`config.mk`:
```
export PLATFORM = sky130hd
export DESIGN_NAME = ppfifo
export DESIGN_NICKNAME = d
export VERILOG_FILES = /design/src/test_mem_pkg.sv /design/src/ppfifo.sv
export VERILOG_INCLUDE_DIRS = /design/src
export SDC_FILE = /design/constraint.sdc
export NUM_CORES = 1
export LEC_CHECK = 0
export BUFFER_PORTS_ARGS = -buffer_cell sky130_fd_sc_hd__buf_2
export CAP_MARGIN = 10
export CORE_UTILIZATION = 25
export DETAILED_ROUTE_END_ITERATION = 10
export PLACE_DENSITY_LB_ADDON = 0.2
export SETUP_SLACK_MARGIN = 0.02
export SYNTH_ARGS = -nofsm -noshare
export SYNTH_HDL_FRONTEND = slang
export SYNTH_SLANG_ARGS = --single-unit
```
`constraint.sdc`:
```
create_clock -name clk -period 6.05 [get_ports clk]
set_clock_uncertainty 0.05 [all_clocks]
set_input_delay 0.9075 -clock clk [delete_from_list [all_inputs] [get_ports clk]]
set_output_delay 0.9075 -clock clk [all_outputs]
set_load 0.005 [all_outputs]
```
`src/test_mem_macros.svh`:
```
`ifndef TEST_MEM_MACROS_SVH
`define TEST_MEM_MACROS_SVH

// Data word carried by the RAM and both FIFOs
`define TM_DATA_WIDTH 32

// Transfer counts and FIFO sizes
`define TM_COUNT_WIDTH 24

// Default RAM address width
`define TM_ADDR_WIDTH 8

// Default address width of one ping-pong buffer
`define TM_FIFO_AW 4

`endif

```
`src/test_mem_pkg.sv`:
```
`include "test_mem_macros.svh"

package test_mem_pkg;

  // One data word
  typedef logic [`TM_DATA_WIDTH-1:0] data_word_t;

  // Word counts for transfers and FIFO buffers
  typedef logic [`TM_COUNT_WIDTH-1:0] xfer_count_t;

  // Transfer command, one per direction
  // Only the low address bits reach the RAM
  typedef struct packed {
    logic [63:0] addr;
    xfer_count_t count;
    logic        inc;
    logic        dec;
  } xfer_cmd_t;

  // Direct random access request
  typedef struct packed {
    logic        en;
    logic        we;
    logic [63:0] address;
    data_word_t  wdata;
  } bram_req_t;

endpackage

```
`src/ppfifo.sv`:
```
`timescale 1ns/10ps
`include "test_mem_macros.svh"

module ppfifo #(
  parameter int ADDRESS_WIDTH = `TM_FIFO_AW
) (
  input  logic                      clk,
  input  logic                      rst,

  output logic [1:0]                write_ready,
  input  logic [1:0]                write_activate,
  output test_mem_pkg::xfer_count_t write_fifo_size,
  input  logic                      write_strobe,
  input  test_mem_pkg::data_word_t  write_data,
  output logic                      starved,

  input  logic                      read_strobe,
  output logic                      read_ready,
  input  logic                      read_activate,
  output test_mem_pkg::xfer_count_t read_count,
  output test_mem_pkg::data_word_t  read_data
);
  import test_mem_pkg::*;

  localparam int DEPTH = 2 ** ADDRESS_WIDTH;

  // Both buffers share one array, buffer select is the top index bit
  data_word_t               buf_mem [0:2*DEPTH-1];
  xfer_count_t              fill [2];
  logic [1:0]               committed;
  logic [1:0]               wr_active_q;
  logic                     rd_active_q;
  logic                     rd_sel;
  logic [ADDRESS_WIDTH-1:0] rd_ptr;
  logic                     live;
  logic                     wr_sel;
  logic                     wr_en;

  assign write_fifo_size = xfer_count_t'(DEPTH);

  assign wr_sel = write_activate[1];
  assign wr_en  = write_strobe && (write_activate != 2'b00) &&
                  (fill[wr_sel] < write_fifo_size);

  // Free means neither held by the writer nor waiting for the reader
  assign write_ready[0] = live && !committed[0] && !wr_active_q[0];
  assign write_ready[1] = live && !committed[1] && !wr_active_q[1];

  assign read_ready = committed[rd_sel] && !rd_active_q;
  assign read_count = fill[rd_sel];
  assign read_data  = buf_mem[{rd_sel, rd_ptr}];

  assign starved = (committed == 2'b00) && (fill[0] == '0) && (fill[1] == '0);

  always_ff @(posedge clk) begin
    if (wr_en) begin
      buf_mem[{wr_sel, fill[wr_sel][ADDRESS_WIDTH-1:0]}] <= write_data;
    end
  end

  always_ff @(posedge clk) begin
    if (rst) begin
      live        <= 1'b0;
      committed   <= 2'b00;
      wr_active_q <= 2'b00;
      rd_active_q <= 1'b0;
      rd_sel      <= 1'b0;
      rd_ptr      <= '0;
      fill[0]     <= '0;
      fill[1]     <= '0;
    end else begin
      live        <= 1'b1;
      wr_active_q <= write_activate;
      rd_active_q <= read_activate;

      if (wr_en) begin
        fill[wr_sel] <= fill[wr_sel] + 1'b1;
      end

      // Falling activate commits, an empty buffer just goes back to free
      for (int i = 0; i < 2; i++) begin
        if (wr_active_q[i] && !write_activate[i] && (fill[i] != '0)) begin
          committed[i] <= 1'b1;
          if (!committed[1 - i]) begin
            rd_sel <= (i == 1);
          end
        end
      end

      if (read_activate && read_strobe) begin
        rd_ptr <= rd_ptr + 1'b1;
      end

      // Reader done with this buffer, the other one is next in order
      if (rd_active_q && !read_activate) begin
        committed[rd_sel] <= 1'b0;
        fill[rd_sel]      <= '0;
        rd_ptr            <= '0;
        rd_sel            <= !rd_sel;
      end
    end
  end

  a_single_writer: assert property (
    @(posedge clk) disable iff (rst) !(write_activate[0] && write_activate[1])
  );

  a_strobe_needs_activate: assert property (
    @(posedge clk) disable iff (rst) read_strobe |-> read_activate
  );

endmodule

```
# Word-level counts from Yosys, hierarchy flattened
# Memory sizes are Yosys's and may differ from the RTL's. A register that Yosys moved wholly into a read port is not among the register bits.
# Index checks and enable logic that the tools add are counted.
# op_classes
add_sub_neg,2
mul,0
n_div,0
order_cmp,3
n_eq_ne,0
shift,0
n_mux,31
bitwise_logic,2
n_reduce_logical,34
# ops
cell,count
zero test 24 bit,2
2-to-1 mux 24 bit,2
nonzero test 24 bit,2
OR reduction 24 bit,2
2-to-1 mux 1 bit,27
"adder 24 x 1 -> 24 bit, second input constant",1
"less-than comparator 24 x 5 -> 1 bit, second input constant",1
logical AND 1 bit,16
zero test 1 bit,9
"adder 4 x 1 -> 4 bit, second input constant",1
AND 2 bit,1
zero test 2 bit,1
"less-than comparator 1 x 2 -> 1 bit, second input constant",1
2-to-1 mux 2 bit,1
NOT 2 bit,1
nonzero test 2 bit,1
OR reduction 2 bit,1
demux 1 bit (select 1 bit),1
"greater-or-equal comparator 1 bit, second input constant",1
# word_totals
regBits,11
latch_bits,0
ramBits,1072
romBits,0
in_bits,39
output_inout_bits,84
wordCells,80
mem_count,2
# mem_list
name,words,width,rd,rd_clocked_by_memory_dff,wr,line,text
buf_mem,32,32,1,0,1,ppfifo.sv:28,data_word_t buf_mem [0:2*DEPTH-1];
fill,2,24,4,1,2,ppfifo.sv:29,xfer_count_t fill [2];

# Depth between registers and ports, before layout
# depth
depth_word,8
ltp_mapped,10
ltp_nobuf,8

# Worst setup path after synthesis
# No wires, ideal clock.
# synth_timing
path_type,input port to flip-flop
start,input port write_activate[1]
end,memory buf_mem[13][0] (netlist bit) (enable)
setup_time_ns,0.513
arrival_time_ns,5.368
required_time_ns,5.487
slack_ns,0.119
cell_stages,5
path_buffers,2
path_cell_list,buf_4 > clkbuf_1 > mux2i_1 > ha_1 > nor4b_1
# synth_via
elab_chain_cells,5
word_cells_on_any_way,7
classes_between,1 x order compare; 2 x mux; 3 x reduce/logical; 1 x memory
# synth_rtl
element,line,text
start: declaration,ppfifo.sv:11,"input logic [1:0] write_activate,"
memory (2 x 24 bit) / nonzero test 2 bit (equally long branches),n/a,
less-than comparator 24 x 5 -> 1 bit / logical AND 1 bit (equally long branches),"ppfifo.sv:43, ppfifo.sv:42",
logical AND 1 bit,ppfifo.sv:42,assign wr_en = write_strobe && (write_activate != 2'b00) &&
2-to-1 mux 1 bit,ppfifo.sv:56,if (wr_en) begin
2-to-1 mux 1 bit (not written as such),ppfifo.sv:57,"buf_mem[{wr_sel, fill[wr_sel][ADDRESS_WIDTH-1:0]}] <= write_data;"
end: declaration,ppfifo.sv:28,
# Parallel ways exist; a longest one is shown, timed or not.

# Worst setup path in the final report
# layout_timing
start,register rd_ptr[2]
end,output port read_data[11]
# layout_via
elab_chain_cells,1
# layout_rtl
element,line,text
start: declaration,ppfifo.sv:34,logic [ADDRESS_WIDTH-1:0] rd_ptr;
start signal: assignment,ppfifo.sv:91,rd_ptr <= rd_ptr + 1'b1;
memory (32 x 32 bit),n/a,
end: declaration,ppfifo.sv:21,output test_mem_pkg::data_word_t read_data
# No other way between the ends.

==> key figures <==
Outcome
  – Run status: completed

Placement
  – Placer Congestion: 0.708
  – Hpwl dp: 60800 um
  – PortBufs: 98

Worst setup path
  – Worst reg2reg path depth: 7
  – CP top delay family: simple AND/OR/NAND/NOR gates
  – Cells along the critical path: and4b_2, buf_4, a221oi_2, nand3_1, nor3_1, buf_2
  – WP data required: 5090 ps
  – Startpoint Class: flip-flop
  – Reg2Reg Capture Point: buf_mem[30][2]
  – Reg2reg start: fill[0][4]
  – Critical-path top delay cell: dfxtp_1
  – WP buf/inv: 2
  – Critical Path Sink Type: primary output
  – CP Class: reg -> out
  – CP max FO: 18
  – CP max stage delay: 750 ps
  – Arrival time worst endpoint: 3940 ps
  – Flop-to-flop setup slack: 2800 ps

GRT
  – Vias in the first global route: 21500
  – Total Routing Usage GR: 13.7%
  – Gr ovfl total: 0
  – First-pass GRT wire length: 164000 um
  – Pin count of the biggest net entering global routing: 57
  – Initial antenna violation count: 12

Logic synthesis
  – Gate Count Post-Synth: 2089
  – Post-Syn Area: 42000 um^2
  – YS warnings: 0
  – Synth unique cells: 55
  – Yosys reg bits: 1083
  – Largest cells by area after synthesis: edfxtp_1, mux4_2, mux2i_1, dfxtp_1, a22oi_1
  – Most common cell in the synthesized netlist: edfxtp_1
  – Synth top area share: 73.2%
  – Sequential fraction of the synthesis area: 76.0%
  – Post-synth EDFFs: 1024
  – Post-Syn Area per Cell: 20.1 um^2
  – Commonest cells post-synth: edfxtp_1, mux2i_1, mux4_2, a22oi_1, o22ai_1
  – Main synth FF type: edfxtp_1
  – Area leader, netlist: edfxtp_1
  – Asr flop ratio synth: 0%

STA
  – Final hold vios: 0
  – Unrepaired setup endpoints after global routing: no
  – Peak Freq: 204 MHz
  – Post-layout min period: 4900 ps
  – Worst Max-Slew Pin Slew: 1120 ps
  – Slew headroom: 24.8%
  – Final Cycle Share: 81.0%
  – Setup tns final: 0 ps
  – Slew Limit Fails: 0
  – Final setup viols: 0

Clock tree
  – Clk root buf: clkbuf_16
  – Clock sinks: 1083
  – Max clock buf depth: 3
  – Cts bufs inserted: 108
  – CTS Hold Buffers Added: 0
  – Clk Latency, worst-skew pair: 710 ps
  – CTS tree: built
  – Post-CTS sizing: 0
  – Post-CTS setup buffer count: 0
  – H-tree depth: 3
  – CTS clk-pin slew, worst paths: 60 ps

Drt
  – Post-route ant nets: 0
  – Via-per-instance ratio: 4.55
  – Drt drc: 0
  – DR WL/cell: 25.9 um
  – Via count: 20600
  – Initial DRC count: 1607
  – Drt total wl: 118000 um
  – Drt pass-1 iters: 5

Worst hold path
  – Hold Path End: wr_active_q[0]
  – Hold depth: 2
  – Hold crit path type: in -> reg
  – Hold_sp: write_activate[0]

Final layout
  – Synth-to-Final Area Change: 15.5%
  – Fin nets: 2287
  – Fill cell count: 16400
  – Fin util: 29.0%
  – Share of layout cells above drive strength 1: 24.6%

Pwr
  – Leakage: 0.0149 uW
  – Cell area power density: 312 nW/um^2
  – Peak VDD IR: 0.000219 V

Floorplanning
  – Die area: 170000 um^2
  – Num ports: 123
  – Site Rows: 150
  – Starting Density: 25.1%
  – Die extent in x: 412 um
  – Placeable Area: 167000 um^2
  – Die height: 412 um

Job
  – Maxcap violations: 0
-- cells in the final DEF, fill, tap and decap left out, types with 6 or more instances in the layout --
cell type / netlist / final
nor3_1: 55 / 38
and3_1: 16 / 16
a221oi_2: 29 / 29
nand2_1: 32 / 30
clkbuf_1: 44 / 23
buf_4: 41 / 64
and2_1: 22 / 22
conb_1: 2 / 24
edfxtp_1: 1024 / 1024
nor3_2: 4 / 21
nor4b_4: 1 / 10
nand3_1: 37 / 36
nor2_1: 53 / 51
a21oi_1: 6 / 6
nor4_1: 12 / 8
clkinv_1: 0 / 38
o22ai_1: 64 / 64
mux2_2: 24 / 24
mux4_2: 159 / 159
a22oi_1: 64 / 64
clkbuf_16: 0 / 108
inv_1: 6 / 6
dfxtp_1: 59 / 56
buf_2: 33 / 98
clkinv_2: 0 / 15
mux2i_1: 203 / 203
-- power breakdown --
part           internal (uW)  total, uW  switching [uW]
logic                    220        593             372
registers               8220       8240            20.0
clock network           3450       6310            2860
-- cells by family (layout without fill, tap and decap cells) --
logic type               after synthesis  in the layout  synth area share (%)
adder cells (fa/ha/maj)                5              5                 0.149
multiplexers                         387            387                  14.1
flip-flops                          1083           1083                  76.0
AO/OA/AOI/OAI                        177            177                  3.46
AND/OR/NAND/NOR                      279            279                  3.82
XOR/XNOR                               5              5                 0.104
other                                  2             25                0.0179
buffers and inverters                151            374                  2.37
-- cell type report --
type | count | area [um^2] | area share (%)
inverters | 6 | 22.5 | 0.0464
repair buffers | 167 | 1070 | 2.21
multi-input cells | 877 | 9440 | 19.5
clock inverters | 70 | 490 | 1.01
clock buffers | 131 | 2790 | 5.75
diodes | 1 | 2.50 | 0.00516
flip-flops and latches | 1083 | 31900 | 65.8
well taps | 2204 | 2760 | 5.68
-- state kept, by name, summed over array words and instances, names as in the netlist --
name,cells
committed,2
rd_ptr,4
wr_active_q,2
fill,48
rd_sel,1
buf_mem,1024
rd_active_q,1
live,1
-- worst max path at each step --
| stage | startpoint | to | slack, ps | cells past startpoint |
|---|---|---|---|---|
| floorplan | write_activate[1] | buf_mem[13][0] | 120 | 5 |
| global placement | rd_ptr[2] | read_data[11] | 1930 | 6 |
| detailed placement | rd_ptr[3] | read_data[0] | 1890 | 7 |
| CTS | rd_ptr[3] | read_data[0] | 1100 | 7 |
| global route | rd_ptr[3] | read_data[31] | 1050 | 7 |
| finish | rd_ptr[2] | read_data[11] | 1150 | 6 |
-- layer usage --
metal	up-vias	GRT usage (%)	part of all wire, %
met2	431	23.5	50
li1	8886	-	-
met3	184	2.35	4.0
met4	18	4.58	2.7
met1	11100	17.6	43
met5	-	0	0.10
-- through the flow --
step           area (um^2)  hold slack [ps]  total power, uW  cells  worst slack (ps)
4_1_cts              48500              350            15300   4538              1100
3_3_place_gp         45200              414             8990   4337              1930
3_5_place_dp         45200              421             9010   4337              1890
5_1_grt              48500              406            15600   4538              1050
6_report             48500              410            15100   4539              1150
2_1_floorplan        42100              395             8770   2111               119
Note: power is estimated with default switching activity, not from simulation.
